==> src/vectrex_glue_pkg.sv <==
`default_nettype none

package vectrex_glue_pkg;

	// status word bits from the menu
	localparam int ST_RESET      = 0;
	localparam int ST_FRAME      = 2;
	localparam int ST_SKIP_LOGO  = 3;
	localparam int ST_SWAP       = 4;
	localparam int ST_MENU_RESET = 6;

	// joystick byte, buttons sit in bits 4 to 7
	localparam int JOY_RIGHT = 0;
	localparam int JOY_LEFT  = 1;
	localparam int JOY_DOWN  = 2;
	localparam int JOY_UP    = 3;
	localparam int JOY_BTN   = 4;

	// player 2 fields in the keyboard word
	localparam int KB_P2_BASE     = 8;
	localparam int KB_P2_BTN_BASE = 12;

	// pot levels seen by the core
	localparam logic [7:0] POT_CENTER = 8'h00;
	localparam logic [7:0] POT_LOW    = 8'h80;
	localparam logic [7:0] POT_HIGH   = 8'h7f;

	// red level of the frame line
	localparam logic [3:0] FRAME_RED = 4'h4;

endpackage

`default_nettype wire

==> src/reset_sequencer.sv <==
`default_nettype none

module reset_sequencer import vectrex_glue_pkg::*; #(
	parameter int unsigned SKIP_DELAY = 5000000,
	parameter int unsigned SKIP_PULSE = 1000
) (
	input  logic        clk_24,
	input  logic        reset,
	input  logic [31:0] status,
	input  logic        menu_button,
	input  logic        download,
	output logic        core_reset
);

	localparam int CNT_W = $clog2(SKIP_DELAY + 1);
	localparam logic [CNT_W-1:0] DELAY_LOAD = CNT_W'(SKIP_DELAY);
	localparam logic [CNT_W-1:0] PULSE_TOP  = CNT_W'(SKIP_PULSE);

	logic [CNT_W-1:0] skip_count;
	logic             second_reset;

	// timer armed by a download with skip-logo set
	always_ff @(posedge clk_24) begin
		if (reset) begin
			skip_count <= '0;
		end else if (download && status[ST_SKIP_LOGO]) begin
			skip_count <= DELAY_LOAD;
		end else if (!download && skip_count != '0) begin
			skip_count <= skip_count - CNT_W'(1);
		end
	end

	// last stretch of the count resets the core again
	assign second_reset = (skip_count != '0) && (skip_count < PULSE_TOP);

	always_ff @(posedge clk_24) begin
		if (reset) begin
			core_reset <= 1'b1;
		end else begin
			core_reset <= status[ST_RESET] | status[ST_MENU_RESET] | menu_button |
				download | second_reset;
		end
	end

endmodule

`default_nettype wire

==> config.mk <==
export PLATFORM = sky130hd
export DESIGN_NAME = reset_sequencer
export DESIGN_NICKNAME = d
export VERILOG_FILES = /design/src/vectrex_glue_pkg.sv /design/src/reset_sequencer.sv
export SDC_FILE = /design/constraint.sdc
export NUM_CORES = 1
export LEC_CHECK = 0
export BUFFER_PORTS_ARGS = -buffer_cell sky130_fd_sc_hd__buf_4
export CORE_MARGIN = 10
export CORE_UTILIZATION = 45
export DETAILED_ROUTE_END_ITERATION = 12
export GPL_TIMING_DRIVEN = 0
export MAX_ROUTING_LAYER = met4
export PLACE_DENSITY = 0.69
export SYNTH_ARGS = -nofsm -noshare
export SYNTH_HDL_FRONTEND = slang
export SYNTH_SLANG_ARGS = --single-unit
==> constraint.sdc <==
create_clock -name clk_24 -period 2.25 [get_ports clk_24]
set_input_delay 0.45 -clock clk_24 [delete_from_list [all_inputs] [get_ports clk_24]]
set_output_delay 0.45 -clock clk_24 [all_outputs]
set_load 0.02 [all_outputs]
==> impl_metrics.tcl <==
set metrics [dict create \
    clock_sinks 24 \
    die_w_microns 73.5 \
    fin_crit_ns 1.99 \
    ant_nets 0 \
    area_delta_synth_final_pct 11.7 \
    ys_seq_area_share_pct 37.3 \
    routed_wl_microns 2830 \
    design.die.area_sq_um 5400 \
    holdPathStages 2 \
    ys.flop_type "dfxtp_1" \
    yosys-top-cells-area "dfxtp_1 (37%), xor2_1 (10%), nor2_1 (6.7%)" \
    end_kind "flop" \
    start_util_pct 46.7 \
    p_seq_share_pct 40.7 \
    avgViaCountPerCell 5.73 \
    via_count 1078 \
    async_flop_share_pct 0 \
    outcome "completed" \
    timing.rr.end "skip_count[18]" \
    cp-start-kind "flop" \
    min_from "reset" \
    yosysWarningCount 0 \
    drv_cap 0 \
    required_ns 2.52 \
    fin_util_pct 52.2 \
    gp_congestion 0.872 \
    grt_usage_pct 11.4 \
    grt-ovfl-total 0 \
    drtIter0Drc 86 \
    num_rows 19 \
    avgSynthCellArea_sq_um 8.83 \
    clock_latency_ns 0.32 \
    fillers 271 \
    whs_endpoint "skip_count[6]" \
    dr.pass1.iters 6 \
    syn-instance-count 146 \
    synth-edff-count 0 \
    hold_path.class "in -> reg" \
    setup_viol 0 \
    critPathBufInv 1 \
    p_int_uw 864 \
    maxSlewHeadroom_pct 65.5 \
    core-area_sq_um 2760 \
    worstPathArrival_ns 2.26 \
    critPathSlowestCell "or4_4" \
    place_hpwl_microns 2090 \
    synth.ff_latch_count 24 \
    worst_slew_pin_slew_ns 0.513 \
    dp_slack_ns -0.0216 \
    r2r-start "skip_count[6]" \
    drive_gt1_share_pct 15.9 \
    power.switching_uw 466 \
    wl_per_cell_microns 15.0 \
    slowest_delay_ns 0.54 \
    clkSlewWorstSetupHoldPaths_ns 0.14 \
    grt_pass1_vias 1058 \
    worstPathCellList "or4_4 -> buf_6 -> nor3b_4 -> nand4_1 -> xor2_1 -> a21oi_1" \
    ios 37 \
    layout_setup_ws_ns 0.260 \
    r2r_cells 6 \
    syn_nets 184 \
    p_leak_nw 0.527 \
    power_density_nw_per_um2 924 \
    yosysTopAreaCell "dfxtp_1" \
    path_delay_family "simple AND/OR/NAND/NOR gates" \
    pwr-share-clk_pct 23.4 \
    grt_start_max_net_pins 15 \
    nets 196 \
    grt_first_pass_wirelength_microns 4850 \
    multi_input_area_sq_um 764 \
    design_power_total_mw 1.33 \
    rsz0062_at_grt "no" \
    ctsRootBufferMaster "clkbuf_4" \
    synth_top_cell_area_share_pct 37.3 \
    comb_power_share_pct 35.8 \
    io_buffer_count 6 \
    rrSetupSlack_ns 0.26 \
    netlist_area_sq_um 1290 \
    yosysMostFrequentCell "dfxtp_1" \
    cts_max_path_buffers 2 \
    vdd_drop_max_mv 0.754 \
    drv_slew 0 \
    antenna_found_initial 0 \
    synth_cell_types 41 \
    skew_ns 0.0111 \
    drc_errors 0 \
    max_freq_ghz 0.503 \
    ff_latch_area_sq_um 480 \
    holdWs_ns 0.318 \
    holdBufCountCts 0 \
    cts_tree "built" \
    cts_made_buffers 3 \
    synth_commonest_cells "dfxtp_1 (24), nor2_1 (23), xor2_1 (15)" \
    diodes 0 \
    tns_ns 0 \
    path_max_fanout 9 \
    period_share_pct 88.4 \
    critical_path_class "reg -> reg" \
    cts-htree-levels 1 \
    switching_share_pct 35.0 \
    hold_viol 0 \
    cp.depth 6 \
    die_h_microns 73.5 \
]
==> worst register-to-register path: stages, from the launching register on <==
cell     delay, ns
dfxtp_1       0.38
or4_4         0.54
buf_6         0.15
nor3b_4       0.35
nand4_1       0.18
xor2_1        0.18
a21oi_1       0.15
==> power groups by stage <==
stage | sequential, mW | combinational, mW | clock (mW)
5_1_grt | 0.549 | 0.533 | 0.341
6_report | 0.542 | 0.476 | 0.312
4_1_cts | 0.540 | 0.464 | 0.320
2_1_floorplan | 0.534 | 0.378 | 0
3_5_place_dp | 0.549 | 0.460 | 0
3_3_place_gp | 0.545 | 0.452 | 0
==> worst max-delay path by stage <==
stage / start / endpoint
3_5_place_dp: skip_count[0] / skip_count[8]
6_report: skip_count[6] / skip_count[18]
4_1_cts: skip_count[0] / skip_count[8]
2_1_floorplan: skip_count[0] / skip_count[8]
3_3_place_gp: skip_count[0] / skip_count[8]
5_1_grt: skip_count[6] / skip_count[18]
==> through the flow <==
| step | cells | instance area [sq um] |
|---|---|---|
| finish | 188 | 1440 |
| global route | 188 | 1440 |
| CTS | 187 | 1430 |
| detailed placement | 183 | 1370 |
| global placement | 183 | 1370 |
| floorplan | 146 | 1290 |
==> cell type report <==
| type | instances | share of cell area (%) |
|---|---|---|
| clock inverter | 1 | 2.09 |
| buffer | 5 | 2.70 |
| tap | 31 | 2.70 |
| clock buffer | 3 | 1.57 |
| inverter | 3 | 0.783 |
| sequential | 24 | 33.4 |
| multi-input combinational | 114 | 53.1 |
| timing repair buffer | 7 | 3.65 |
==> cell usage in the layout (no fill, tap or decap), types with 2 or more instances in the layout <==
cell and instances:
a21oi_1 10, a31oi_1 2, and4_1 2, buf_4 8, buf_6 2, clkbuf_4 3
dfxtp_1 24, ha_1 2, inv_1 3, nand2_1 4, nand3_1 3, nand4_1 11
nor2_1 23, nor3_1 6, nor4_1 2, nor4_2 2, o211ai_1 2, o21ai_0 2
o31ai_1 2, or3_1 3, or4_1 2, xnor2_1 4, xor2_1 15
==> layer usage <==
layer	routed length (microns)	GRT usage [%]	up-vias
met1	1300	13.4	510
met2	1400	17.5	11
li1	-	-	553
met3	91	3.90	4
met4	32	4.35	0
met5	0	-	-
==> repair_timing <==
| item | CTS | global route |
|---|---|---|
| endpoints found under the setup margin | 2 | 16 |
| pin swaps | 1 | 1 |
| setup buffers | 0 | 1 |
| gates resized for setup | 0 | 1 |
==> logic make-up after synthesis <==
logic type,synth area share (%)
XOR/XNOR,12.9
AO/OA/AOI/OAI,11.0
buffers and inverters,3.88
flip-flops,37.3
AND/OR/NAND/NOR,33.0
adder cells (fa/ha/maj),1.94
==> registers in the layout, summed over array words and instances (netlist names) <==
register	cells
skip_count	23
core_reset	1
Power figures use the tool's default switching activity.
