<file path="src/vectrex_glue_pkg.sv">
`default_nettype none

package vectrex_glue_pkg;

	// status word bits from the menu
	localparam int ST_RESET      = 0;
	localparam int ST_FRAME      = 2;
	localparam int ST_SKIP_LOGO  = 3;
	localparam int ST_SWAP       = 4;
	localparam int ST_MENU_RESET = 6;

	// joystick byte, buttons sit in bits 4 to 7
	localparam int JOY_RIGHT = 0;
	localparam int JOY_LEFT  = 1;
	localparam int JOY_DOWN  = 2;
	localparam int JOY_UP    = 3;
	localparam int JOY_BTN   = 4;

	// player 2 fields in the keyboard word
	localparam int KB_P2_BASE     = 8;
	localparam int KB_P2_BTN_BASE = 12;

	// pot levels seen by the core
	localparam logic [7:0] POT_CENTER = 8'h00;
	localparam logic [7:0] POT_LOW    = 8'h80;
	localparam logic [7:0] POT_HIGH   = 8'h7f;

	// red level of the frame line
	localparam logic [3:0] FRAME_RED = 4'h4;

endpackage

`default_nettype wire

</file>
<file path="src/input_mapper.sv">
`default_nettype none

module input_mapper import vectrex_glue_pkg::*; (
	input  logic        clk_24,
	input  logic        reset,
	input  logic [7:0]  joystick_0,
	input  logic [7:0]  joystick_1,
	input  logic [15:0] kbjoy,
	input  logic        swap_players,
	output logic [7:0]  pot_x_1,
	output logic [7:0]  pot_y_1,
	output logic [7:0]  pot_x_2,
	output logic [7:0]  pot_y_2,
	output logic [3:0]  btn1,
	output logic [3:0]  btn2
);

	logic [3:0] dir_p1;
	logic [3:0] dir_p2;
	logic [3:0] btn1_next;
	logic [3:0] btn2_next;

	// first argument pair takes priority over the second
	function automatic logic [7:0] pot_level(
		input logic       win,
		input logic [7:0] win_level,
		input logic       lose,
		input logic [7:0] lose_level
	);
		logic [7:0] level;
		level = POT_CENTER;
		if (win)
			level = win_level;
		else if (lose)
			level = lose_level;
		return level;
	endfunction

	// joystick 0 drives the core's second controller
	assign dir_p2 = joystick_0[3:0] | kbjoy[3:0];
	assign dir_p1 = joystick_1[3:0] | kbjoy[KB_P2_BASE +: 4];

	assign btn1_next = joystick_0[JOY_BTN +: 4] | kbjoy[JOY_BTN +: 4] |
		(swap_players ? joystick_1[JOY_BTN +: 4] : 4'b0000);
	assign btn2_next = kbjoy[KB_P2_BTN_BASE +: 4] |
		(swap_players ? 4'b0000 : joystick_1[JOY_BTN +: 4]);

	always_ff @(posedge clk_24) begin
		if (reset) begin
			pot_x_1 <= POT_CENTER;
			pot_y_1 <= POT_CENTER;
			pot_x_2 <= POT_CENTER;
			pot_y_2 <= POT_CENTER;
			btn1    <= 4'b0000;
			btn2    <= 4'b0000;
		end else begin
			// right beats left, down beats up
			pot_x_1 <= pot_level(dir_p1[JOY_RIGHT], POT_HIGH, dir_p1[JOY_LEFT], POT_LOW);
			pot_y_1 <= pot_level(dir_p1[JOY_DOWN], POT_LOW, dir_p1[JOY_UP], POT_HIGH);
			pot_x_2 <= pot_level(dir_p2[JOY_RIGHT], POT_HIGH, dir_p2[JOY_LEFT], POT_LOW);
			pot_y_2 <= pot_level(dir_p2[JOY_DOWN], POT_LOW, dir_p2[JOY_UP], POT_HIGH);
			btn1    <= btn1_next;
			btn2    <= btn2_next;
		end
	end

endmodule

`default_nettype wire

</file>
<file path="config.mk">
export PLATFORM = sky130hd
export DESIGN_NAME = input_mapper
export DESIGN_NICKNAME = d
export VERILOG_FILES = /design/src/vectrex_glue_pkg.sv /design/src/input_mapper.sv
export SDC_FILE = /design/constraint.sdc
export NUM_CORES = 1
export LEC_CHECK = 0
export BUFFER_PORTS_ARGS = -buffer_cell sky130_fd_sc_hd__buf_2
export CAP_MARGIN = 20
export CORE_AREA = 2 2 48 55
export DETAILED_ROUTE_END_ITERATION = 8
export DIE_AREA = 0 0 50 57
export PLACE_DENSITY_LB_ADDON = 0.12
export SYNTH_ARGS = -nofsm -noshare
export SYNTH_HDL_FRONTEND = slang
export SYNTH_SLANG_ARGS = --single-unit
</file>
<file path="constraint.sdc">
create_clock -name clk_24 -period 0.8 [get_ports clk_24]
set_input_delay 0.04 -clock clk_24 [delete_from_list [all_inputs] [get_ports clk_24]]
set_output_delay 0.04 -clock clk_24 [all_outputs]
set_load 0.03 [all_outputs]
</file>
==> results of run 1 <==
## state kept, by name (all words and copies together) (netlist names)
register  flops
pot_x_2       2
btn1          4
btn2          4
pot_x_1       2
pot_y_2       2
pot_y_1       2
## synth_stat cells
cell type,instances,area share
inv_1,4,0.020
nor4_2,3,0.051
buf_4,24,0.24
nand2b_1,4,0.034
buf_6,1,0.015
nor2_1,16,0.081
dfxtp_1,16,0.43
nor4_4,1,0.029
a21oi_2,2,0.024
buf_8,1,0.020
a21oi_1,2,0.013
a211oi_1,4,0.040
## tightest hold or removal path, cell delays in order
cell,delay (ns)
buf_2,0.09
a211oi_1,0.06
nor2_1,0.07
## worst max path at each step
stage / slack, ns / startpoint / endpoint / depth (start not counted)
after detailed placement: 0.18 / swap_players / btn1[1]$_SDFF_PP0_ / 3
final: -0.07 / pot_y_2[5]$_SDFF_PP0_ / pot_y_2[6] / 1
after floorplan: 0.12 / pot_x_1[5]$_SDFF_PP0_ / pot_x_1[1] / 1
after global placement: 0.21 / reset / pot_y_2[5]$_SDFF_PP0_ / 2
after global routing: -0.12 / pot_x_1[5]$_SDFF_PP0_ / pot_x_1[1] / 1
after CTS: -0.08 / pot_y_1[5]$_SDFF_PP0_ / pot_y_1[0] / 1
## cell families (layout without fill, tap and decap cells)
family                 after synthesis  in the layout  synth area share
AO/OA/AOI/OAI                        8              8            0.0774
buffers and inverters               30            102             0.298
flip-flops                          16             16             0.431
AND/OR/NAND/NOR                     24             24             0.194
## timing repair
action                                  4_1_cts  5_1_grt
hold buffers                                 20        1
resized for setup                            51       22
endpoints found under the hold margin        15        1
pin swaps                                     0        1
endpoints found under the setup margin       40       42
## final cells by class
type | instances | area, um^2 | share of cell area
clock buffers | 3 | 22.5 | 0.0164
inverters | 4 | 15.0 | 0.0109
multi-input cells | 32 | 211 | 0.154
flip-flops and latches | 16 | 350 | 0.255
well taps | 31 | 38.8 | 0.0282
repair buffers | 95 | 737 | 0.536
## routing by layer
layer / part of all wire / GRT usage / vias to the layer above
met5: 0 / 0 / -
met4: 0.0073 / 0.0714 / 0
met3: 0.089 / 0.0445 / 2
met2: 0.60 / 0.263 / 42
met1: 0.31 / 0.101 / 318
li1: - / - / 370
## power by group
part	internal [mW]	leakage (nW)	total (mW)	switching, mW
sequential	0.846	0.138	0.880	0.0332
clock	0.174	0.0138	0.424	0.250
combinational	0.321	0.520	0.681	0.361
total	1.34	0.672	1.99	0.644
==> impl_metrics.toml, run 1 <==
[global_route]
grt_first_pass_wirelength_um = 2750
antenna_found_initial = 0
grtUsageTotal = 0.129
grt_start_max_net_pins = 17
grt_overflow = 0
grt_pass1_vias = 686

[sta]
setup-violations-final = 28
layout_setup_ws_ns = -0.0738
hold_viol = 0
worst_slew_pin_slew_ns = 0.358
layout_min_cycle_time_ns = 0.874
slew_headroom = 0.761
rsz0062_at_grt = "yes"
finalCritPeriodShare = 1.09
max_freq_ghz = 1.14
setup_tns_ns = -1.79
whs_ns = 0.00908
final-max-slew-violation-count = 0

[worst_setup_path]
cp-start-kind = "flip-flop"
cp_num_buf_inv = 1
path_class = "flip-flop to output port"
crit_chain = "buf_4"
critical-path-slowest-cell = "dfxtp_4"
cp.required_ns = 0.76
cp_max_fo = 7
crit_family = "flip-flops"
worst_setup_path_end_kind = "output port"
slowest_delay_ns = 0.39
crit_arrival_ns = 0.83

[placement]
dp_hpwl_um = 1120
place_congestion = 0.640
portBuffers = 74
dp.cells = 157
dpl_cell_area_um2 = 951
post-place-ws_ns = 0.182

[layout]
layout.nets = 187
antenna-diode-count = 0
final_cells = 181
stdcell_area_mm2 = 0.00138
mostFrequentLayoutCell = "buf_2"
fillerInstances = 214
drive_gt1_frac = 0.673
mostFrequentLayoutCells = "buf_2, buf_4, dlygate4sd3_1"
post-route-util = 0.584
area_growth_pct = 85.0

[cts]
cts_tree = "done"
cts_made_buffers = 3
cts_buffer_depth = 2
cts_sinks = 16
ctsHtreeMaxLevel = 1
post_cts_buffers = 0
clk_pin_slew_ns = 0.09
cts.root.buffer_cell = "clkbuf_4"

[floorplan]
die-area_mm2 = 0.00285
die_y_um = 57
initial_utilization = 0.316
core-area_mm2 = 0.00235
die_width_um = 50
ioPinCount = 75
num_rows = 19

[min_path]
whs_path_depth = 3
min_from = "joystick_1[7]"
holdPathEnd = "btn1[3]$_SDFF_PP0_"
hold_class = "primary input to flip-flop"

[routing]
routedWlPerCell_um = 10.6
drtIter0Drc = 5
ant_nets = 0
firstDrtPassIters = 2
routed_wl_um = 1910
vias = 732
via_per_inst = 4.04
drc_errors = 0

[yosys]
synth-seq-area-share = 0.431
synthDistinctLibCells = 12
syn_nets = 113
ys_ff_latch = 16
syn_inst = 78
syn_area_per_cell_um2 = 9.53
ys_warn_count = 0
synth_area_um2 = 743

[run]
drv_cap = 0

[run_status]
violations = "negative setup slack"
outcome = "finished, violations left"

[power_and_ir_drop]
vdd_ir_drop_max_v = 0.00100
p_per_area_mw_per_mm2 = 1440
total_power_mw = 1.99
p_leak_nw = 0.672
Power figures use the tool's default switching activity.
==> run 2, diff against run 1 <==
- ABC_AREA: unset -> 1
- CORE_AREA: 2 2 48 55 -> 2 2 47 53
- DIE_AREA: 0 0 50 57 -> 0 0 49 55
==> run 2 against run 1 <==
Compared with the run above:
- the run still ends with negative setup slack left
- fmax rose by 0.34%
- critical path depth unchanged
- design area is 9.0% higher
- hold slack gained 0.029 ns
- die area down 5.4%
- cell count up 13%
- clock-buffer cell count rose by 1
- clock power rose by 23%
==> impl_metrics.toml, run 2 <==
[run_status]
outcome = "finished, violations left"
violations = "negative setup slack"

[worst_setup_path]
crit_family = "flip-flops"
worst_setup_path_end_kind = "output port"
cp-start-kind = "flip-flop"
critical-path-slowest-cell = "dfxtp_4"
crit_chain = "buf_4"
cp.required_ns = 0.76
cp_num_buf_inv = 1
path_class = "flip-flop to output port"
crit_arrival_ns = 0.83
slowest_delay_ns = 0.39
cp_max_fo = 7

[yosys]
ys_ff_latch = 16
yosysTopAreaCell = "dfxtp_1"
ys.flop_type = "dfxtp_1"
synth_area_leaders = "dfxtp_1, buf_4, nor2_1"
ys_warn_count = 0
synthMostInstantiatedCell = "buf_4"
syn_area_per_cell_um2 = 8.15
syn_inst = 87
synth_edf_count = 0
synth_area_um2 = 709
synth-seq-area-share = 0.451
yosys.area.top_type_share = 0.451
syn_nets = 122
synthTopCellsByCount = "buf_4, nor2_1, dfxtp_1"
synthDistinctLibCells = 9
async_flop_share = 0

[floorplan]
ioPinCount = 75
num_rows = 18
core-area_mm2 = 0.00218
die_y_um = 55
die-area_mm2 = 0.00270
die_width_um = 49
initial_utilization = 0.325

[routing]
drc_errors = 0
vias = 807
drtIter0Drc = 2
ant_nets = 0
firstDrtPassIters = 2
via_per_inst = 3.96
routedWlPerCell_um = 10.2
routed_wl_um = 2080

[layout]
layout.nets = 210
multi_input_area_um2 = 188
antenna-diode-count = 0
fillerInstances = 181
mostFrequentLayoutCells = "buf_2, dlygate4sd3_1, buf_4"
biggestRegsByFlops = "btn1 x4, btn2 x4"
mostFrequentLayoutCell = "buf_2"
area_growth_pct = 111
drive_gt1_frac = 0.609
regArea_um2 = 350

[global_route]
grt_overflow = 0
grtUsageTotal = 0.159
grt_first_pass_wirelength_um = 3130
grt_pass1_vias = 763
antenna_found_initial = 0
grt_start_max_net_pins = 11

[run]
drv_cap = 0

[power_and_ir_drop]
power_frac_seq = 0.413
p_per_area_mw_per_mm2 = 1420
pwr-share-clk = 0.245
p_comb_frac = 0.342
switching_share = 0.304
total_power_mw = 2.13
p_switching_mw = 0.647
p_leak_nw = 0.765
intPower_mw = 1.48
vdd_ir_drop_max_v = 0.00112

[cts]
clk_pin_slew_ns = 0.10
cts_made_buffers = 3
cts_sinks = 16
cts_tree = "done"
post_cts_buffers = 0
ctsHtreeMaxLevel = 1
cts_buffer_depth = 2
cts.root.buffer_cell = "clkbuf_4"

[sta]
worst_slew_pin_slew_ns = 0.132
setup_tns_ns = -1.79
layout_min_cycle_time_ns = 0.871
slew_headroom = 0.912
finalCritPeriodShare = 1.09
final-max-slew-violation-count = 0
layout_setup_ws_ns = -0.0708
whs_ns = 0.0383
max_freq_ghz = 1.15
setup-violations-final = 28
rsz0062_at_grt = "yes"
hold_viol = 0

[placement]
place_congestion = 0.670
portBuffers = 74
dp_hpwl_um = 1170

[min_path]
min_from = "swap_players"
holdPathEnd = "btn1[0]$_SDFF_PP0_"
hold_class = "primary input to flip-flop"
whs_path_depth = 3
-- run 2: cell types whose count changed after synthesis, sizes merged --
cell,change
nor2,+4
buf,-1
nand2b,-4
a211oi,-4
inv,+2
nor4,-4
a21oi,+4
nand2,+12
-- run 2: metrics by stage --
stage / setup slack, ns / cell area, um^2 / cells / util
detailed placement: 0.206 / 938 / 167 / 0.430
global placement: 0.229 / 938 / 167 / 0.430
floorplan: 0.116 / 714 / 87 / -
finish: -0.0708 / 1500 / 204 / 0.686
global route: -0.133 / 1500 / 204 / 0.686
CTS: -0.0789 / 1450 / 204 / 0.664
-- run 2: cells by family after synthesis --
family                 after synthesis  synth area share
AND/OR/NAND/NOR                     32             0.169
flip-flops                          16             0.452
buffers and inverters               31             0.302
AO/OA/AOI/OAI                        8            0.0776
-- run 2: power by group through the flow --
stage | sequential, mW | combinational [mW] | clock [mW]
finish | 0.881 | 0.728 | 0.522
global route | 0.888 | 0.774 | 0.605
CTS | 0.874 | 0.700 | 0.544
detailed placement | 0.886 | 0.502 | 0
global placement | 0.882 | 0.502 | 0
floorplan | 0.988 | 0.286 | 0
-- run 2: layout make-up --
| class | instances | share of cell area |
|---|---|---|
| well taps | 30 | 0.0250 |
| repair buffers | 108 | 0.577 |
| flip-flops and latches | 16 | 0.234 |
| multi-input cells | 40 | 0.125 |
| clock buffers | 4 | 0.0242 |
| inverters | 6 | 0.0150 |
-- run 2: timing repair --
action / 4_1_cts / 5_1_grt
hold buffers: 33 / 0
setup endpoints to repair: 40 / 46
hold endpoints to repair: 16 / 0
resized for setup: 56 / 21
-- run 2: how the worst max path moves through the flow --
stage	start	to	slack (ns)	cells past startpoint
after floorplan	pot_x_1[5]$_SDFF_PP0_	pot_x_1[1]	0.12	1
after global placement	pot_x_2[5]$_SDFF_PP0_	pot_x_2[1]	0.23	1
after detailed placement	pot_x_2[5]$_SDFF_PP0_	pot_x_2[0]	0.21	1
after CTS	pot_y_1[5]$_SDFF_PP0_	pot_y_1[1]	-0.08	1
after global routing	pot_y_2[5]$_SDFF_PP0_	pot_y_2[2]	-0.13	1
final	pot_x_2[5]$_SDFF_PP0_	pot_x_2[4]	-0.07	1
-- run 2: metal layers --
layer | routed length (um) | up-vias | track usage
met1 | 655 | 348 | 0.127
met5 | 0 | - | 0
li1 | - | 414 | -
met4 | 33 | 0 | 0.100
met2 | 1230 | 41 | 0.340
met3 | 159 | 4 | 0.0538
