===== src/audio_dac.sv =====
`default_nettype none

module audio_dac #(
	parameter int AUDIO_W = 10
) (
	input  logic               clk_24,
	input  logic               reset,
	input  logic [AUDIO_W-1:0] sample,
	output logic               bitstream
);

	logic [AUDIO_W-1:0] acc;
	logic [AUDIO_W:0]   sum;

	// carry out of the accumulator is the pulse density
	assign sum = {1'b0, acc} + {1'b0, sample};

	always_ff @(posedge clk_24) begin
		if (reset) begin
			acc       <= '0;
			bitstream <= 1'b0;
		end else begin
			acc       <= sum[AUDIO_W-1:0];
			bitstream <= sum[AUDIO_W];
		end
	end

endmodule

`default_nettype wire


===== config.mk =====
export PLATFORM = sky130hd
export DESIGN_NAME = audio_dac
export DESIGN_NICKNAME = d
export VERILOG_FILES = /design/src/audio_dac.sv
export SDC_FILE = /design/constraint.sdc
export NUM_CORES = 1
export LEC_CHECK = 0
export ABC_AREA = 1
export BUFFER_PORTS_ARGS = -buffer_cell sky130_fd_sc_hd__buf_2
export CORE_MARGIN = 4
export CORE_UTILIZATION = 40
export CTS_BUF_LIST = sky130_fd_sc_hd__clkbuf_4
export CTS_CLUSTER_SIZE = 8
export DETAILED_ROUTE_END_ITERATION = 6
export PLACE_DENSITY = 0.69
export SYNTH_ARGS = -nofsm -noshare
export SYNTH_HDL_FRONTEND = slang
export SYNTH_SLANG_ARGS = --single-unit
export TNS_END_PERCENT = 100

===== constraint.sdc =====
create_clock -name clk_24 -period 2.2 [get_ports clk_24]
set_clock_uncertainty 0.1 [all_clocks]
set_input_delay 0.33 -clock clk_24 [delete_from_list [all_inputs] [get_ports clk_24]]
set_output_delay 0.33 -clock clk_24 [all_outputs]
set_load 0.02 [all_outputs]

==> results of run 1 <==
## cells by family after synthesis
| kind of cell | Yosys count | share of synthesized area (%) |
|---|---|---|
| compound gates | 15 | 10.30 |
| fa+ha+maj | 11 | 19.27 |
| buf+inv | 17 | 8.472 |
| flops | 11 | 29.24 |
| simple gates | 60 | 32.72 |
## power groups by stage
stage / sequential (mW) / clock, mW / combinational, mW
final: 0.260 / 0.155 / 0.347
after global routing: 0.265 / 0.169 / 0.408
after CTS: 0.261 / 0.165 / 0.351
after detailed placement: 0.266 / 0 / 0.348
after global placement: 0.264 / 0 / 0.342
after floorplan: 0.269 / 0 / 0.277
## layout by cell type (no fill, tap or decap), drive strengths merged
cell type	netlist	final
nand3	6	6
a21oi	10	10
o21ai	4	4
nand2	35	35
nor2	17	17
fa	1	1
nand4	1	1
dfxtp	11	11
nand3b	1	1
o21bai	1	1
ha	10	10
inv	17	17
clkbuf	0	4
buf	0	12
## worst max path at each step
stage	startpoint	to	slack, ns	depth (start not counted)
CTS	acc[0]	bitstream	0.43	11
finish	acc[0]	bitstream	0.44	11
detailed placement	sample[0]	bitstream	0.32	12
floorplan	sample[0]	acc[8]	0.55	10
global route	acc[0]	bitstream	0.24	11
global placement	sample[0]	acc[8]	0.35	11
## stage by stage
step	area [µm²]	hold WS, ns	setup slack [ns]
2_1_floorplan	753.2	0.2967	0.5463
3_3_place_gp	844.6	0.4155	0.3470
3_5_place_dp	844.6	0.4196	0.3221
4_1_cts	874.6	0.1175	0.4275
5_1_grt	874.6	0.1387	0.2425
6_report	874.6	0.1289	0.4443
## flip-flops by register name, summed over array words and instances (netlist names)
signal,cells
acc,10
bitstream,1
## area by class of cell
type                    instances  area [µm²]  area share (%)
clock buffers                   4       30.03           3.433
inverters                      17       63.81           7.296
multi-input cells              86       469.2           53.65
flip-flops and latches         11       220.2           25.18
well taps                      25       31.28           3.577
repair buffers                 12       60.06           6.867
## routing by layer
metal  wire, µm  vias up  global-route usage, %  share of wire (%)
met4         26        0                  7.860                2.0
met2        544       16                  16.95                 41
met5          0        -                      0                  0
met3         83        4                  3.499                6.3
li1           -      396                      -                  -
met1        674      295                  14.84                 51
==> results.ini, run 1 <==
[outcome]
status=finished clean

[synthesis]
seq_area_frac_synth_pct=29.24
synth_cell_types=14
avgSynthCellArea_um2=6.607
async_reset_ff_share_pct=0
yosys_register_bits=11
synth_top_area_share_pct=29.24
ys_warn_count=0
synth_commonest_cells=nand2_1 (34), inv_1 (17), nor2_1 (15)
synth.area.top_cells=dfxtp_1 (29%), nand2_1 (17%), ha_1 (17%), inv_1 (8.5%), nor2_1 (7.5%)
yosysMostFrequentCell=nand2_1
synthFlopType=dfxtp_1
syn_area_um2=753.2
synth_edf_count=0
synth.net_count=137
yosysTopAreaCell=dfxtp_1
syn_inst=114

[critical_path]
cpMostUsedCell=nand2_1
critPathMaxStageDelay_ns=0.39
cp_cell_sequence=ha_1, inv_1, fa_1, nand3b_1, nand2_1, nand2_1, nand2_1, nand2_1, nand2_1, nand2_1, inv_1
worst-setup-path-type=reg2reg
cp.buffers_inverters=2
start_kind=flip-flop
reg2reg_from=acc[0]
arrival_ns=1.88
timing.rr.end=bitstream
worstPathMaxFanout=4
end_kind=flip-flop
cp_slowest_cell=fa_1
cp_data_required_time_ns=2.33
ff2ff_setup_slack_ns=0.44
path_delay_family=simple AND/OR/NAND/NOR gates
rr_worst_depth=11

[cts]
cts-resized-gates=0
cts_setup_buffers=0
clk_latency_ns=0.27
cts_tree=yes
cts_buffer_depth=2
path_clk_slew_ns=0.07
cts_buffers=3
clock-sinks=11
cts-root-buf=clkbuf_4
cts_max_level=1
cts_hold_buf=0

[route]
drc=0
ant_nets=0
wl_per_cell_um=8.561
finalWirelength_um=1327
via_per_inst=4.587
vias=711
dr.pass1.iters=4
drtIter0Drc=17

[timing]
hold_viol=0
finalMaxSlewViolations=0
worst_pin_slew_ns=0.2774
setup_violations=0
fmax_ghz=0.5696
period_share_pct=79.80
slew_headroom_pct=81.48
tns_ns=0
min_period_ns=1.756
rsz0062_at_grt=no

[cells_and_area]
drive_gt1_share_pct=14.62
fin_cells=155
num-fill-cells=201
fin_nets=154
insertedDiodeCount=0
syn_to_final_growth_pct=16.11
postLayoutCoreUtil_pct=49.57

[power]
powerDensity_nw_per_um2=871.7
internal_power_mw=0.4660
seq_power_share_pct=34.1
switching_share_pct=38.88
combPwrFrac_pct=45.5
p_leak_nw=0.5026
p_clk_share_pct=20.4
peakVddDrop_v=0.0003226
power_mw=0.7623
switchingPower_mw=0.2964

[grt]
groute.usage.overall_pct=11.74
grt_pass1_vias=617
grt-ovfl-total=0
grt_max_degree=10
grt_pass1_wl_um=2339
antenna_found_initial=0

[floorplan]
die_x_um=51.40
io_pins=13
row_count=15
die_y_um=51.40
dieArea_um2=2641
initial_core_util_pct=42.70
design.core.area_um2=1764

[placed_design]
io_buffers=12
dp.cells=151
gp_congestion=0.7716
hpwl_um=1071

[hold_path]
min_from=reset
hold_class=in2reg
holdPathStages=2
min_to=acc[1]

[run]
maxCapViolCount=0

No activity file was read; power rests on OpenSTA's default activity.
==> run 2: changes to the inputs <==
==> constraint.sdc (replaced) <==
create_clock -name clk_24 -period 1.8 [get_ports clk_24]
set_clock_uncertainty 0.1 [all_clocks]
set_input_delay 0.27 -clock clk_24 [delete_from_list [all_inputs] [get_ports clk_24]]
set_output_delay 0.27 -clock clk_24 [all_outputs]
set_load 0.02 [all_outputs]
==> run 2 against run 1 <==
  * Count of clock-buffer cells in the layout is the same
  * First-iteration DRC count grew 5.9%
  * Die area is the same
  * Critical endpoint unchanged
  * Via count grew 0.98%
  * Flip-flop and latch count is the same
  * Fmax grew 6.3%
  * Critical path type unchanged
  * Non-clock buffer count grew 1
  * Largest cell class unchanged
  * Routed wire length grew 4.6%
  * Cell area grew 1.7%
==> results.ini, run 2 (synthesis results as in run 1) <==
[outcome]
status=finished clean

[cells_and_area]
largest_reg_flops=10
postLayoutCellArea_um2=889.6
fin_nets=155
top_register=acc
most-common-layout-cells=nand2_1 (32), inv_1 (17), nor2_1 (15)
insertedDiodeCount=0
num-fill-cells=199
reg_top3=acc (10), bitstream (1)
multi_input_area_um2=476.7
mostFrequentLayoutCell=nand2_1
seq_area_um2=220.2
syn_to_final_growth_pct=18.11
drive_gt1_share_pct=17.56

[placed_design]
hpwl_um=1112
gp_congestion=0.7338
post_dp_cell_area_um2=852.1
io_buffers=12

[power]
peakVddDrop_v=0.0006184
p_leak_nw=0.5071
switchingPower_mw=0.3713
combPwrFrac_pct=46.6
p_clk_share_pct=19.7
powerDensity_nw_per_um2=1062
seq_power_share_pct=33.7
switching_share_pct=39.30
internal_power_mw=0.5736

[cts]
path_clk_slew_ns=0.07
cts-root-buf=clkbuf_4
clk_latency_ns=0.27
cts_setup_buffers=0
cts_hold_buf=0
cts_buffer_depth=2
cts_max_level=1
cts_buffers=3
clock-sinks=11
cts_tree=yes

[critical_path]
cp_data_required_time_ns=1.92
cp_slowest_cell=fa_2
cp_cell_sequence=ha_1, inv_1, fa_2, nand3b_1, nand2_2, nand2_1, nand2_2, nand2_1, nand2_1, nand2_1, inv_1
worst-setup-path-type=reg2reg
cp.buffers_inverters=2
path_delay_family=simple AND/OR/NAND/NOR gates
start_kind=flip-flop
worstPathMaxFanout=4
cpMostUsedCell=nand2_1
end_kind=flip-flop
critPathMaxStageDelay_ns=0.34
arrival_ns=1.77

[timing]
fin_hold_ws_ns=0.07121
min_period_ns=1.652
slew_headroom_pct=82.18
fmax_ghz=0.6052
worst_pin_slew_ns=0.2669
finalMaxSlewViolations=0
setup_violations=0
rsz0062_at_grt=no
period_share_pct=91.79
hold_viol=0

[run]
maxCapViolCount=0

[floorplan]
row_count=15
initial_core_util_pct=42.70
design.core.area_um2=1764
io_pins=13
dieArea_um2=2641
die_x_um=51.40
die_y_um=51.40

[grt]
grt_max_degree=10
grt_pass1_vias=612
grt_pass1_wl_um=2415
antenna_found_initial=0
use_met2_pct=20.13
busiest_layer=met2
grtUsageMet1_pct=13.98
groute.usage.overall_pct=12.17
grt-ovfl-total=0
grt_use_met3_pct=3.499

[route]
dr.pass1.iters=5
finalWirelength_um=1388
ant_nets=0
drc=0
drtIter0Drc=18
vias=718
via_per_inst=4.603
wl_per_cell_um=8.897

[hold_path]
hold_class=in2reg

==> run 2: worst paths after layout <==
check / start / endpoint / slack, ns / cells after the start
worst min register to register: acc[0] / acc[0] / 0.46 / 3
worst max register to register: acc[0] / bitstream / 0.15 / 11
worst max-delay path: acc[0] / bitstream / 0.15 / 11
worst min-delay path: reset / acc[1] / 0.07 / 2
==> run 2: stage by stage <==
step	setup WS [ns]	total power [mW]	utilization, %	setup TNS [ns]	cells
floorplan	0.1841	0.6673	-	0	114
global placement	0.02901	0.7428	48.30	0	152
detailed placement	-0.01333	0.7557	48.30	-0.02529	152
CTS	0.03047	0.9468	50.00	0	156
global route	0.01237	1.038	50.43	0	156
finish	0.1478	0.9448	50.43	0	156
==> run 2: worst register-to-register path: cells and delay by family (launching register included) <==
kind / cells / cell delay, ns
adder cells (fa/ha/maj): 2 / 0.49
buffers and inverters: 2 / 0.10
flip-flops: 1 / 0.32
AND/OR/NAND/NOR: 7 / 0.58
==> run 2: final cells by class <==
class                      instances  share of cell area [%]
multi-input combinational         86                   53.59
sequential                        11                   24.75
timing repair buffer              13                   7.595
inverter                          17                   7.173
tap                               25                   3.516
clock buffer                       4                   3.376
==> run 2: power by group through the flow <==
stage	clock network (mW)	logic [mW]	registers, mW
after floorplan	0	0.339	0.328
after global placement	0	0.420	0.323
after detailed placement	0	0.430	0.326
after CTS	0.194	0.433	0.320
after global routing	0.204	0.510	0.325
final	0.186	0.440	0.319
==> run 2: routing by layer <==
| metal | vias up | part of all wire, % |
|---|---|---|
| li1 | 393 | - |
| met1 | 305 | 49 |
| met2 | 15 | 44 |
| met3 | 5 | 4.7 |
| met4 | 0 | 2.2 |
| met5 | - | 0 |
==> run 2: what timing repair did <==
action | 4_1_cts | 5_1_grt
endpoints found under the setup margin | 0 | 3
hold endpoints to repair | 0 | 0
resized for setup | 0 | 3
==> run 3: changes to the inputs <==
--- a/config.mk
+++ b/config.mk
@@ -5,7 +5,6 @@
 export SDC_FILE = /design/constraint.sdc
 export NUM_CORES = 1
 export LEC_CHECK = 0
-export ABC_AREA = 1
 export BUFFER_PORTS_ARGS = -buffer_cell sky130_fd_sc_hd__buf_2
 export CORE_MARGIN = 4
 export CORE_UTILIZATION = 40
==> run 3 against run 2 <==
  * Synthesized cell count is 23% lower
  * Cell area grew 17%
  * Critical path depth shrank 6
  * Cell count shrank 12%
  * Fmax decreased by 5.8%
==> results.ini, run 3 <==
[cells_and_area]
drive_gt1_share_pct=35.40
postLayoutCoreUtil_pct=59.08
syn_to_final_growth_pct=35.89
insertedDiodeCount=0
postLayoutCellArea_um2=1042
largest_reg_flops=10
fin_cells=138
fin_nets=137
top_register=acc
reg_top3=acc (10), bitstream (1)
most-common-layout-cells=nor2_1 (12), buf_2 (12), buf_4 (11)

[synthesis]
seq_area_frac_synth_pct=28.71
synth_commonest_cells=nor2_1 (12), dfxtp_1 (11), ha_1 (10)
syn_inst=88
async_reset_ff_share_pct=0
ys_warn_count=0
syn_area_um2=767.0
avgSynthCellArea_um2=8.716
yosysTopAreaCell=dfxtp_1
synth.area.top_cells=dfxtp_1 (29%), ha_1 (16%), a211oi_1 (5.9%), nor2_1 (5.9%), a21oi_1 (3.9%)
synth_edf_count=0
yosysMostFrequentCell=nor2_1
yosys_register_bits=11
synth.net_count=111
synthFlopType=dfxtp_1
synth_top_area_share_pct=28.71
synth_cell_types=33

[grt]
antenna_found_initial=0
grt_pass1_vias=729
groute.usage.overall_pct=15.13
grt-ovfl-total=0
grt_pass1_wl_um=2932
grt_max_degree=16

[timing]
rsz0062_at_grt=yes
finalMaxSlewViolations=0
tns_ns=0
min_period_ns=1.753
period_share_pct=97.41
fin_hold_ws_ns=0.2514
slew_headroom_pct=79.67
setup_violations=0
fmax_ghz=0.5703
worst_pin_slew_ns=0.3007
hold_viol=0

[placed_design]
dp.cells=134
hpwl_um=1286
gp_congestion=0.7436
post_dp_cell_area_um2=938.4
io_buffers=12

[route]
wl_per_cell_um=13.02
finalWirelength_um=1797
vias=727
dr.pass1.iters=4
drtIter0Drc=4
drc=0
via_per_inst=5.268
ant_nets=0

[power]
p_clk_share_pct=15.3
switchingPower_mw=0.4881
peakVddDrop_v=0.0005278
combPwrFrac_pct=57.5
internal_power_mw=0.7828
switching_share_pct=38.41
p_leak_nw=0.4827
seq_power_share_pct=27.1
powerDensity_nw_per_um2=1219

[critical_path]
rr_worst_depth=5
cp_data_required_time_ns=1.87
worst-setup-path-type=reg2reg
end_kind=flip-flop
worstPathMaxFanout=4
reg2reg_from=acc[5]
arrival_ns=1.82
timing.rr.end=bitstream
ff2ff_setup_slack_ns=0.05
start_kind=flip-flop

[hold_path]
min_to=acc[1]
min_from=reset
holdPathStages=2
hold_class=in2reg

[cts]
path_clk_slew_ns=0.08
cts_buffers=3
clock-sinks=11
cts_buffer_depth=2
cts_setup_buffers=0
cts_max_level=1
clk_latency_ns=0.28
cts_tree=yes
cts-root-buf=clkbuf_4
cts_hold_buf=0

[floorplan]
row_count=15
dieArea_um2=2682
initial_core_util_pct=43.48
die_y_um=51.79
die_x_um=51.79
io_pins=13
design.core.area_um2=1764

[run]
maxCapViolCount=0

[outcome]
status=finished clean

-- run 3: how the worst max path moves through the flow --
stage                    from  slack, ns         to  cells past startpoint
global placement    sample[1]      -0.07     acc[5]                      6
finish                 acc[5]       0.05  bitstream                      5
detailed placement  sample[0]      -0.09     acc[8]                      8
floorplan           sample[5]       0.03  bitstream                      5
CTS                    acc[0]     -0.006     acc[8]                      7
global route           acc[0]      -0.03     acc[8]                      7
-- run 3: critical path, stage by stage, from the launching register on --
cell and delay (ns):
dfxtp_1 0.36, ha_4 0.21, a21o_1 0.20, a211o_1 0.29, o221a_1 0.24, o31a_1 0.23
-- run 3: routing by layer --
layer	vias to the layer above	track usage, %	part of all wire [%]
met1	328	15.87	42
met2	15	27.75	51
met3	7	2.579	3.3
met5	-	0	0
met4	0	9.170	3.3
li1	377	-	-
-- run 3: area by class of cell --
type | count | area, µm²
sequential | 11 | 221.5
inverter | 4 | 15.01
multi-input combinational | 71 | 601.8
timing repair buffer | 23 | 142.6
tap | 25 | 31.28
fill | 169 | 721.9
clock buffer | 4 | 30.03
-- run 3: timing repair --
action,in CTS,in global routing
cloned,0,0
pin swaps,2,5
endpoints found under the hold margin,0,0
gates resized for setup,5,9
endpoints found under the setup margin,4,5
-- run 3: stage by stage --
stage / worst slack (ns) / total power [mW]
after floorplan: 0.03200 / 0.7932
after global placement: -0.07325 / 0.9894
after detailed placement: -0.08984 / 1.005
after CTS: -0.006441 / 1.233
after global routing: -0.03424 / 1.383
final: 0.04664 / 1.271
-- run 3: logic make-up (layout without fill, tap and decap cells) --
family | count (synthesis) | in the layout | synth area share, %
simple gates | 30 | 30 | 19.74
compound gates | 27 | 27 | 25.94
fa+ha+maj | 11 | 11 | 18.92
flops | 11 | 11 | 28.71
buf+inv | 6 | 31 | 2.936
xor+xnor | 2 | 2 | 2.284
mux | 1 | 1 | 1.468
-- run 3: power by group through the flow --
stage / logic [mW] / registers (mW) / clock network (mW)
floorplan: 0.447 / 0.346 / 0
global placement: 0.647 / 0.342 / 0
detailed placement: 0.659 / 0.346 / 0
CTS: 0.688 / 0.343 / 0.202
global route: 0.818 / 0.351 / 0.214
finish: 0.731 / 0.345 / 0.195
