File: src/vectrex_glue_pkg.sv
`default_nettype none

package vectrex_glue_pkg;

	// status word bits from the menu
	localparam int ST_RESET      = 0;
	localparam int ST_FRAME      = 2;
	localparam int ST_SKIP_LOGO  = 3;
	localparam int ST_SWAP       = 4;
	localparam int ST_MENU_RESET = 6;

	// joystick byte, buttons sit in bits 4 to 7
	localparam int JOY_RIGHT = 0;
	localparam int JOY_LEFT  = 1;
	localparam int JOY_DOWN  = 2;
	localparam int JOY_UP    = 3;
	localparam int JOY_BTN   = 4;

	// player 2 fields in the keyboard word
	localparam int KB_P2_BASE     = 8;
	localparam int KB_P2_BTN_BASE = 12;

	// pot levels seen by the core
	localparam logic [7:0] POT_CENTER = 8'h00;
	localparam logic [7:0] POT_LOW    = 8'h80;
	localparam logic [7:0] POT_HIGH   = 8'h7f;

	// red level of the frame line
	localparam logic [3:0] FRAME_RED = 4'h4;

endpackage

`default_nettype wire

File: src/video_overlay.sv
`default_nettype none

module video_overlay import vectrex_glue_pkg::*; (
	input  logic       clk_24,
	input  logic       reset,
	input  logic       show_frame,
	input  logic       frame_line,
	input  logic       hblank,
	input  logic       vblank,
	input  logic [3:0] r_in,
	input  logic [3:0] g_in,
	input  logic [3:0] b_in,
	output logic [3:0] r_out,
	output logic [3:0] g_out,
	output logic [3:0] b_out
);

	logic blank;
	logic overlay;

	assign blank   = hblank | vblank;
	assign overlay = show_frame & frame_line;

	always_ff @(posedge clk_24) begin
		if (reset) begin
			r_out <= 4'h0;
			g_out <= 4'h0;
			b_out <= 4'h0;
		end else if (blank) begin
			r_out <= 4'h0;
			g_out <= 4'h0;
			b_out <= 4'h0;
		end else if (overlay) begin
			// frame line drawn in dark red
			r_out <= FRAME_RED;
			g_out <= 4'h0;
			b_out <= 4'h0;
		end else begin
			r_out <= r_in;
			g_out <= g_in;
			b_out <= b_in;
		end
	end

endmodule

`default_nettype wire

File: config.mk
export PLATFORM = sky130hd
export DESIGN_NAME = video_overlay
export DESIGN_NICKNAME = d
export VERILOG_FILES = /design/src/vectrex_glue_pkg.sv /design/src/video_overlay.sv
export SDC_FILE = /design/constraint.sdc
export NUM_CORES = 1
export LEC_CHECK = 0
export BUFFER_PORTS_ARGS = -buffer_cell sky130_fd_sc_hd__buf_2
export CORE_AREA = 4 4 41 43
export CTS_CLUSTER_DIAMETER = 60
export DETAILED_ROUTE_END_ITERATION = 8
export DIE_AREA = 0 0 45 47
export GPL_TIMING_DRIVEN = 1
export SLEW_MARGIN = 20
export SYNTH_ARGS = -nofsm -noshare
export SYNTH_HDL_FRONTEND = slang
export SYNTH_SLANG_ARGS = --single-unit
File: constraint.sdc
create_clock -name clk_24 -period 0.8 [get_ports clk_24]
set_input_delay 0.08 -clock clk_24 [delete_from_list [all_inputs] [get_ports clk_24]]
set_output_delay 0.08 -clock clk_24 [all_outputs]
set_load 0.02 [all_outputs]
==> results.md, run 1 <==
* Rel. slew slack at 0.836
* Crit share post-route at 0.981
* Fmax at 1270 MHz
* Total power at 1.08 mW
* Area share of and/or/nand/nor cells after synthesis at 0.268
* PwrDens at ~1700 nW/um^2
* Tightest Hold Check Type: in2reg
* Initial DRC Count at 1
* Mapped Cells at 29
* Post-Synth Adder-Cell Area at 0
* Largest family of logic cells by synthesized area: simple AND/OR/NAND/NOR gates
* Setup WS pre-CTS at 0.0663 ns
* Share of cells above drive strength 1 at 0.817
* Layout area overhead at 77.9%
* Crit path kind: reg2out
* Setup Fix Bufs, Post-CTS at 0
* Num CTS Buffers at 3
* Uppermost layer routed: met4
* Final setup vio count at 0
* Post-synth top area cell: dfxtp_1
* Seq/Total Area, Yosys at 0.686
* Xor-xnor portion of the synthesized cell area at 0
* Worst slew pin tran at 0.246 ns
* Die width at 45 microns
* Proportion of power drawn by combinational gates at 0.108
* Crit path max-delay family: flip-flops
* Clock root buffer: clkbuf_4
* Die height at 47 microns
* Vias in the first global route at 310
* Max FO, Critical Path at 1
* Starting Density at 0.269
* Antenna violations before repair at 0
* Drt wl/cell at 10.2 microns
* Final hold violations at 0
* TritonRoute pass-1 iters at 2
* Final WL at 763 microns
* Hold Crit Depth at 2
* Post-CTS resize count at 33
* Top-area cell type share of the netlist area at 0.686
* Met2 WL at 351 microns
* Max-slew violation count at 0
* Nets at 80
* Final design area excluding fillers at 623 sq um
* Hold-fix buffers at CTS at 0
* Syn_nets at 47
* Post-route ant nets at 0
* WP data arrival at approximately 0.7 ns
* Reg power frac at 0.573
* Peak VDD IR at 0.000534 V
* Die area at 2120 sq um
* CP Cell Sequence: buf_6
* CTS H-tree depth at 1
* Largest net degree at the start of global routing at 13
* Sw power at 0.226 mW
* # DRC at 0
* Max-Cap Viols at 0
* Synth Warn # at 0
* IO Count at 30
* Compound-Gate Fraction of Synth Area at 0.0143
* Final worst slack at 0.0149 ns
* Mapped Area at 350 sq um
* Slowest stage cell, crit path: dfxtp_2
* CTS tree: done
* Internal at 0.857 mW
* Unrepaired setup endpoints after global routing: true
* GPL Wtd Cong at around 0.76
* Total gr overflow at 0
* Status: complete, no violations
* Main area contributors after synthesis: dfxtp_1 69%, and3_1 16%, and3_2 4.3%
* Diodes inserted at 0
* Row count at 13
* Via count at 310
* Clk sink count at 12
* Buf/Inv on CP at 1
* Area post-placement at between 500 and 600 sq um
* Proportion of synthesized area in mux cells at 0
* Clock Pin Slew Worst Setup and Hold Paths at 0.06 ns
* First-pass GRT wire length at 1.30 mm
* Final Critical Period at a little under 0.8 ns
* M1 WL at 280 microns
* Via/cell ratio at 4.13
* Crit-path max cell delay at between 0.3 and 0.4 ns
* GRT Total Usage at 0.0955
* Hold_sp: b_in[0]
* Max clock buf depth at 2
* P_leak at 0.338 nW
* Core ar. at 1300 sq um
* Startpoint Class: flop
* IO Port Bufs at 29
* Synth unique cells at 9
* Clock power frac at 0.319
* Hold Path End: b_out[0]
* Met3 wire length at 92 microns
* Worst Setup End Kind: primary output
* Sw Ratio at 0.209
* Critical Path RT at just over 0.7 ns
* #FFs+latches synth at 12
* Mapped Avg Cell Area at roughly 12 sq um
-- Yosys cell counts --
cell / number
dfxtp_1: 12
and3_1: 9
and3_2: 2
a21oi_1: 1
and2b_2: 1
buf_4: 1
clkbuf_1: 1
nand2_1: 1
nor3_2: 1
-- logic make-up after synthesis --
family | after synthesis
simple gates | 14
buf+inv | 2
compound gates | 1
flops | 12
-- cell type report --
type | count | area (sq um)
flip-flops and latches | 12 | 255
repair buffers | 30 | 228
clock buffers | 3 | 22.5
well taps | 15 | 18.8
multi-input cells | 15 | 98.8
fillers | 127 | 678
-- stage by stage --
| stage | util | std cells | TNS [ns] | hold slack (ns) |
|---|---|---|---|---|
| global route | 0.479 | 75 | -0.186 | 0.0199 |
| CTS | 0.476 | 75 | -0.00417 | 0.0205 |
| floorplan | - | 29 | 0 | 0.226 |
| finish | 0.479 | 75 | 0 | 0.0361 |
| global placement | 0.392 | 72 | 0 | 0.317 |
| detailed placement | 0.392 | 72 | 0 | 0.309 |
-- flip-flops by register name, summed over array words and instances (netlist names) --
signal	count
g_out	4
r_out	4
b_out	4
-- cell usage in the layout (no fill, tap or decap) --
master,Yosys,final
and3_2,2,2
buf_4,1,1
and3_1,9,9
nand2_1,1,1
nor3_2,1,1
buf_2,0,17
clkbuf_4,0,3
a21oi_1,1,1
buf_6,0,12
and2b_2,1,1
dfxtp_2,0,12
-- worst max-delay path by stage --
stage                        start        to  slack [ns]  depth (start not counted)
after floorplan             vblank  b_out[0]        0.19                          3
after global placement      vblank  g_out[1]        0.08                          4
after detailed placement    vblank  r_out[0]        0.07                          4
after CTS                 g_out[0]  g_out[0]      -0.003                          1
after global routing      b_out[0]  b_out[0]       -0.02                          1
final                     g_out[0]  g_out[0]        0.01                          1
-- power by group through the flow --
stage          logic [mW]  clock network, mW  registers [mW]
3_5_place_dp        0.102                  0           0.628
4_1_cts             0.119              0.370           0.620
5_1_grt             0.130              0.399           0.622
3_3_place_gp        0.101                  0           0.628
6_report            0.117              0.346           0.621
2_1_floorplan      0.0243                  0           0.648
-- layer usage --
metal / up-vias / GRT usage
met2: 19 / 0.119
met1: 127 / 0.102
met5: - / 0
li1: 160 / -
met4: 0 / 0.140
met3: 4 / 0.0383
No activity file was read; power rests on OpenSTA's default activity.
==> run 2: changes to the inputs <==
--- a/config.mk
+++ b/config.mk
@@ -11,6 +11,7 @@
 export DETAILED_ROUTE_END_ITERATION = 8
 export DIE_AREA = 0 0 45 47
 export GPL_TIMING_DRIVEN = 1
+export REMOVE_ABC_BUFFERS = 1
 export SLEW_MARGIN = 20
 export SYNTH_ARGS = -nofsm -noshare
 export SYNTH_HDL_FRONTEND = slang
==> run 2 against run 1 <==
  * Critical path depth stayed put
  * First-iteration DRC count grew to 4.0 times the previous value
  * Global-route usage is 1.8 points lower
  * Cell area is 2.0% higher
  * Combinational power hardly changed
  * Clock power is 32% higher
  * Via count is 2.9% lower
==> results.md, run 2 (synthesis results as in run 1) <==
* Status: complete, no violations
* Peak VDD IR at 0.000838 V (+57%)
* Crit path kind: reg2out
* Die area at 2120 sq um (unchanged)
* GPL Wtd Cong at 0.590 (-22%)
* Max clock buf depth at 2 (unchanged)
* Final setup vio count at 0 (unchanged)
* Total gr overflow at 0 (unchanged)
* Antenna violations before repair at 0 (unchanged)
* WP data arrival at 0.71 ns (about the same)
* # DRC at 0 (unchanged)
* Layout area overhead at 81.4%
* Die height at 47 microns (unchanged)
* Area post-placement at 510 sq um (unchanged)
* Clk sink count at 12 (unchanged)
* Post-CTS resize count at 23 (-30%)
* Startpoint Class: flop
* Max-slew violation count at 0 (unchanged)
* Rel. slew slack at 0.826 (-0.0102)
* Tightest Hold Check Type: in2reg
* Starting Density at 0.269 (unchanged)
* IO Port Bufs at 29 (unchanged)
* GRT Total Usage at 0.0770 (-0.0185)
* Slowest stage cell, crit path: dfxtp_2
* Nets at 80 (unchanged)
* Commonest cells after routing, fill and taps aside: 17 x buf_2, 12 x buf_6, 11 x dfxtp_2, 9 x and3_1, 3 x clkbuf_4
* Initial DRC Count at 4 (+3)
* Most common cell after layout, fill and taps aside: buf_2
* Crit path max-delay family: flip-flops
* IO Count at 30 (unchanged)
* Fin cells at 76 (+1.3%)
* Largest net degree at the start of global routing at 13 (unchanged)
* Crit share post-route at 0.986 (+0.00457)
* Via count at 301 (-2.9%)
* Worst Setup End Kind: primary output
* Diodes inserted at 0 (unchanged)
* Vias in the first global route at 278 (-10%)
* Hold Crit Depth at 2 (unchanged)
* Post-layout util at 0.488 (+0.00962)
* Num CTS Buffers at 3 (unchanged)
* Final hold violations at 0 (unchanged)
* Via/cell ratio at 3.96 (-4.2%)
* Hold-fix buffers at CTS at 0 (unchanged)
* Unrepaired setup endpoints after global routing: true
* Critical Path RT at 0.72 ns (about the same)
* Max-Cap Viols at 0 (unchanged)
* Post-route ant nets at 0 (unchanged)
* CTS H-tree depth at 1 (unchanged)
* Regs by FF count: b_out: 4 flops, g_out: 4 flops, r_out: 4 flops
* Placed cell count at 72 (unchanged)
* Final design area excluding fillers at 636 sq um (+2.0%)
* Final Critical Period at 0.789 ns (+0.00365 ns)
* First-pass GRT wire length at 1.08 mm (-17%)
* PwrDens at 1880 nW/um^2 (+8.1%)
* Row count at 13 (unchanged)
* Fill count at 128 (+0.79%)
* Drt wl/cell at 9.92 microns (-2.5%)
* Final WL at 754 microns (-1.2%)
* Share of cells above drive strength 1 at 0.803 (-0.0134)
* Max FO, Critical Path at 1 (unchanged)
* Setup Fix Bufs, Post-CTS at 0 (unchanged)
* Buf/Inv on CP at 1 (unchanged)
* CP Cell Sequence: buf_6
* Hold Path End: g_out[2]
* Worst slew pin tran at 0.261 ns (+0.0152 ns)
* Hold_sp: g_in[2]
* TritonRoute pass-1 iters at 2 (unchanged)
* CTS tree: done
* P_leak at 0.345 nW (+2.0%)
* Die width at 45 microns (unchanged)
* Clock Pin Slew Worst Setup and Hold Paths at 0.07 ns (about the same)
* Clock root buffer: clkbuf_4
* Crit-path max cell delay at 0.32 ns (about the same)
* Total power at 1.19 mW (+10%)
* Core ar. at 1300 sq um (unchanged)
* Fmax at 1270 MHz (-0.46%)
run 2: cell count changes in the layout (fill, tap and decap cells not counted):
| cell | delta |
|---|---|
| clkbuf_8 | +1 |
| dfxtp_1 | +1 |
| dfxtp_2 | -1 |
run 2: layout make-up:
type / instances / area [sq um] / area share
Timing Repair Buffer: 30 / 228 / 0.358
Clock buffer: 4 / 36.3 / 0.0571
Sequential cell: 12 / 254 / 0.400
Tap cell: 15 / 18.8 / 0.0295
Multi-Input combinational cell: 15 / 98.8 / 0.156
run 2: worst max-delay path by stage:
stage                  start       end  depth (start not counted)
finish              r_out[3]  r_out[3]                          1
global route        r_out[3]  r_out[3]                          1
CTS                 r_out[3]  r_out[3]                          1
detailed placement    vblank  g_out[0]                          4
global placement      vblank  g_out[0]                          4
floorplan             vblank  g_out[0]                          2
run 2: power breakdown:
| group | leakage (nW) | internal (mW) | switching (mW) | total [mW] |
|---|---|---|---|---|
| combinational | 0.221 | 0.0684 | 0.0486 | 0.117 |
| clock | 0.0210 | 0.276 | 0.182 | 0.458 |
| sequential | 0.103 | 0.614 | 0.00614 | 0.620 |
| total | 0.345 | 0.958 | 0.236 | 1.19 |
run 2: stage by stage:
stage | setup TNS [ns] | setup WS [ns] | hold WS [ns]
2_1_floorplan | 0 | 0.110 | 0.226
3_3_place_gp | 0 | 0.0767 | 0.306
3_5_place_dp | 0 | 0.0722 | 0.309
4_1_cts | -0.00171 | -0.00171 | 0.0204
5_1_grt | -0.0539 | -0.0150 | 0.0284
6_report | 0 | 0.0113 | 0.0366
run 2: per-layer routing:
layer	track usage	vias to the layer above	part of all wire	wire length, microns
met2	0.116	17	0.49	371
met1	0.0716	120	0.36	273
li1	-	162	-	-
met4	0.0702	0	0.0093	7
met3	0.0498	2	0.14	102
met5	0	-	0	0
==> run 3: changes to the inputs <==
--- a/config.mk
+++ b/config.mk
@@ -6,10 +6,11 @@
 export NUM_CORES = 1
 export LEC_CHECK = 0
 export BUFFER_PORTS_ARGS = -buffer_cell sky130_fd_sc_hd__buf_2
-export CORE_AREA = 4 4 41 43
+export CORE_AREA = 2 2 39 41
 export CTS_CLUSTER_DIAMETER = 60
+export CTS_CLUSTER_SIZE = 16
 export DETAILED_ROUTE_END_ITERATION = 8
-export DIE_AREA = 0 0 45 47
+export DIE_AREA = 0 0 41 43
 export GPL_TIMING_DRIVEN = 1
 export REMOVE_ABC_BUFFERS = 1
 export SLEW_MARGIN = 20
==> run 3 against run 2 <==
  * Final cell count unchanged
  * Sequential share of layout area up 0.68 points
  * Sequential power about the same
  * Combinational power about the same
  * Highest routed layer unchanged
==> results.md, run 3 (synthesis results as in run 1) <==
* Status: complete, no violations
* Crit path max-delay family: flip-flops
* Die area at 1760 sq um (-17%)
* Reg area at 253 sq um (-0.49%)
* Startpoint Class: flop
* Die height at 43 microns (-8.5%)
* Post-layout util at 0.449 (-0.0391)
* Crit-path max cell delay at 0.33 ns (about the same)
* Layout area overhead at 77.5%
* Diodes inserted at 0 (unchanged)
* Drt wl/cell at 9.14 microns (-7.8%)
* CP Cell Sequence: buf_6
* Antenna violations before repair at 0 (unchanged)
* Worst slew pin tran at 0.252 ns (-0.00835 ns)
* Clk sink count at 12 (unchanged)
* Commonest cells after routing, fill and taps aside: 17 x buf_2, 12 x buf_6, 10 x dfxtp_2, 9 x and3_1, 3 x clkbuf_4
* Row count at 14 (+1)
* Slowest stage cell, crit path: dfxtp_1
* Hold_sp: b_in[2]
* Final WL at 695 microns (-7.8%)
* Num CTS Buffers at 3 (unchanged)
* IO Count at 30 (unchanged)
* Crit path kind: reg2out
* Hold Crit Depth at 2 (unchanged)
* Hold Path End: b_out[2]
* Final Critical Period at 0.779 ns (-0.00991 ns)
* Post-CTS resize count at 9 (-61%)
* Tightest Hold Check Type: in2reg
* WP data arrival at 0.70 ns (about the same)
* Initial DRC Count at 7 (+3)
* Via/cell ratio at 4.14 (+4.7%)
* First-pass GRT wire length at 1.01 mm (-7.0%)
* Peak VDD IR at 0.000585 V (-30%)
* CTS tree: done
* Max clock buf depth at 2 (unchanged)
* Area of the multi-input gates at 98.8 sq um (unchanged)
* Final hold violations at 0 (unchanged)
* Starting Density at 0.253 (-0.0161)
* Clock Pin Slew Worst Setup and Hold Paths at 0.06 ns (about the same)
* Worst Setup End Kind: primary output
* Total gr overflow at 0 (unchanged)
* Final setup vio count at 0 (unchanged)
* TritonRoute pass-1 iters at 2 (unchanged)
* Fmax at 1280 MHz (+1.3%)
* Most common cell after layout, fill and taps aside: buf_2
* CTS H-tree depth at 1 (unchanged)
* Nets at 80 (unchanged)
* Max-Cap Viols at 0 (unchanged)
* Buf/Inv on CP at 1 (unchanged)
* Regs by FF count: b_out: 4 flops, g_out: 4 flops, r_out: 4 flops
* Fill count at 140 (+9.4%)
* Rel. slew slack at 0.831 (+0.00558)
* Max-slew violation count at 0 (unchanged)
* Hold-fix buffers at CTS at 0 (unchanged)
* Clock root buffer: clkbuf_4
* Setup Fix Bufs, Post-CTS at 0 (unchanged)
* P_leak at 0.337 nW (-2.2%)
* Hold_ws at 0.0439 ns (+0.00730 ns)
* Max FO, Critical Path at 1 (unchanged)
* Core ar. at 1380 sq um (+6.3%)
* Vias in the first global route at 275 (-1.1%)
* # DRC at 0 (unchanged)
* IO Port Bufs at 29 (unchanged)
* Unrepaired setup endpoints after global routing: true
* Crit share post-route at 0.974 (-0.0124)
* Share of cells above drive strength 1 at 0.783 (-0.0199)
* Post-route ant nets at 0 (unchanged)
* Via count at 315 (+4.7%)
* GRT Total Usage at 0.0890 (+0.0119)
* PwrDens at 1730 nW/um^2 (-8.1%)
* Die width at 41 microns (-8.9%)
* WP depth at 1 (unchanged)
* Total power at 1.07 mW (-10%)
* Largest net degree at the start of global routing at 13 (unchanged)
* GPL Wtd Cong at 0.583 (-1.3%)
* Critical Path RT at 0.72 ns (about the same)
-- run 3: cell count changes in the layout (fill, tap and decap cells not counted), sizes merged --
cell	delta
clkbuf	-1
-- run 3: power breakdown --
| group | switching, mW | internal (mW) | total, mW | leakage (nW) |
|---|---|---|---|---|
| Sequential | 0.00613 | 0.614 | 0.620 | 0.102 |
| Combinational | 0.0490 | 0.0684 | 0.117 | 0.221 |
| Clock | 0.163 | 0.173 | 0.336 | 0.0138 |
| Total | 0.218 | 0.856 | 1.07 | 0.337 |
-- run 3: final cells by class --
cell class,count,area share
Tap cell,16,0.0322
Multi-Input combinational cell,15,0.159
Timing Repair Buffer,30,0.366
Clock buffer,3,0.0362
Sequential cell,12,0.406
-- run 3: through the flow --
| stage | TNS [ns] | setup slack (ns) | instance area [sq um] | instances |
|---|---|---|---|---|
| after floorplan | 0 | 0.110 | 339 | 27 |
| after global placement | 0 | 0.0765 | 512 | 73 |
| after detailed placement | 0 | 0.0658 | 512 | 73 |
| after CTS | 0 | 0.00132 | 557 | 76 |
| after global routing | -0.0338 | -0.0146 | 622 | 76 |
| final | 0 | 0.0212 | 622 | 76 |
-- run 3: worst max path at each step --
stage | from | end | slack, ns
CTS | r_out[0] | r_out[0] | 0.001
finish | g_out[3] | g_out[3] | 0.02
global placement | vblank | g_out[0] | 0.08
floorplan | vblank | g_out[0] | 0.11
detailed placement | vblank | g_out[0] | 0.07
global route | r_out[2] | r_out[2] | -0.01
-- run 3: routing by layer --
| layer | wire length [microns] | GRT usage | vias up |
|---|---|---|---|
| met2 | 299 | 0.122 | 22 |
| met1 | 281 | 0.0921 | 129 |
| met3 | 106 | 0.0628 | 2 |
| met5 | 0 | 0 | - |
| met4 | 6 | 0.0600 | 0 |
| li1 | - | - | 162 |
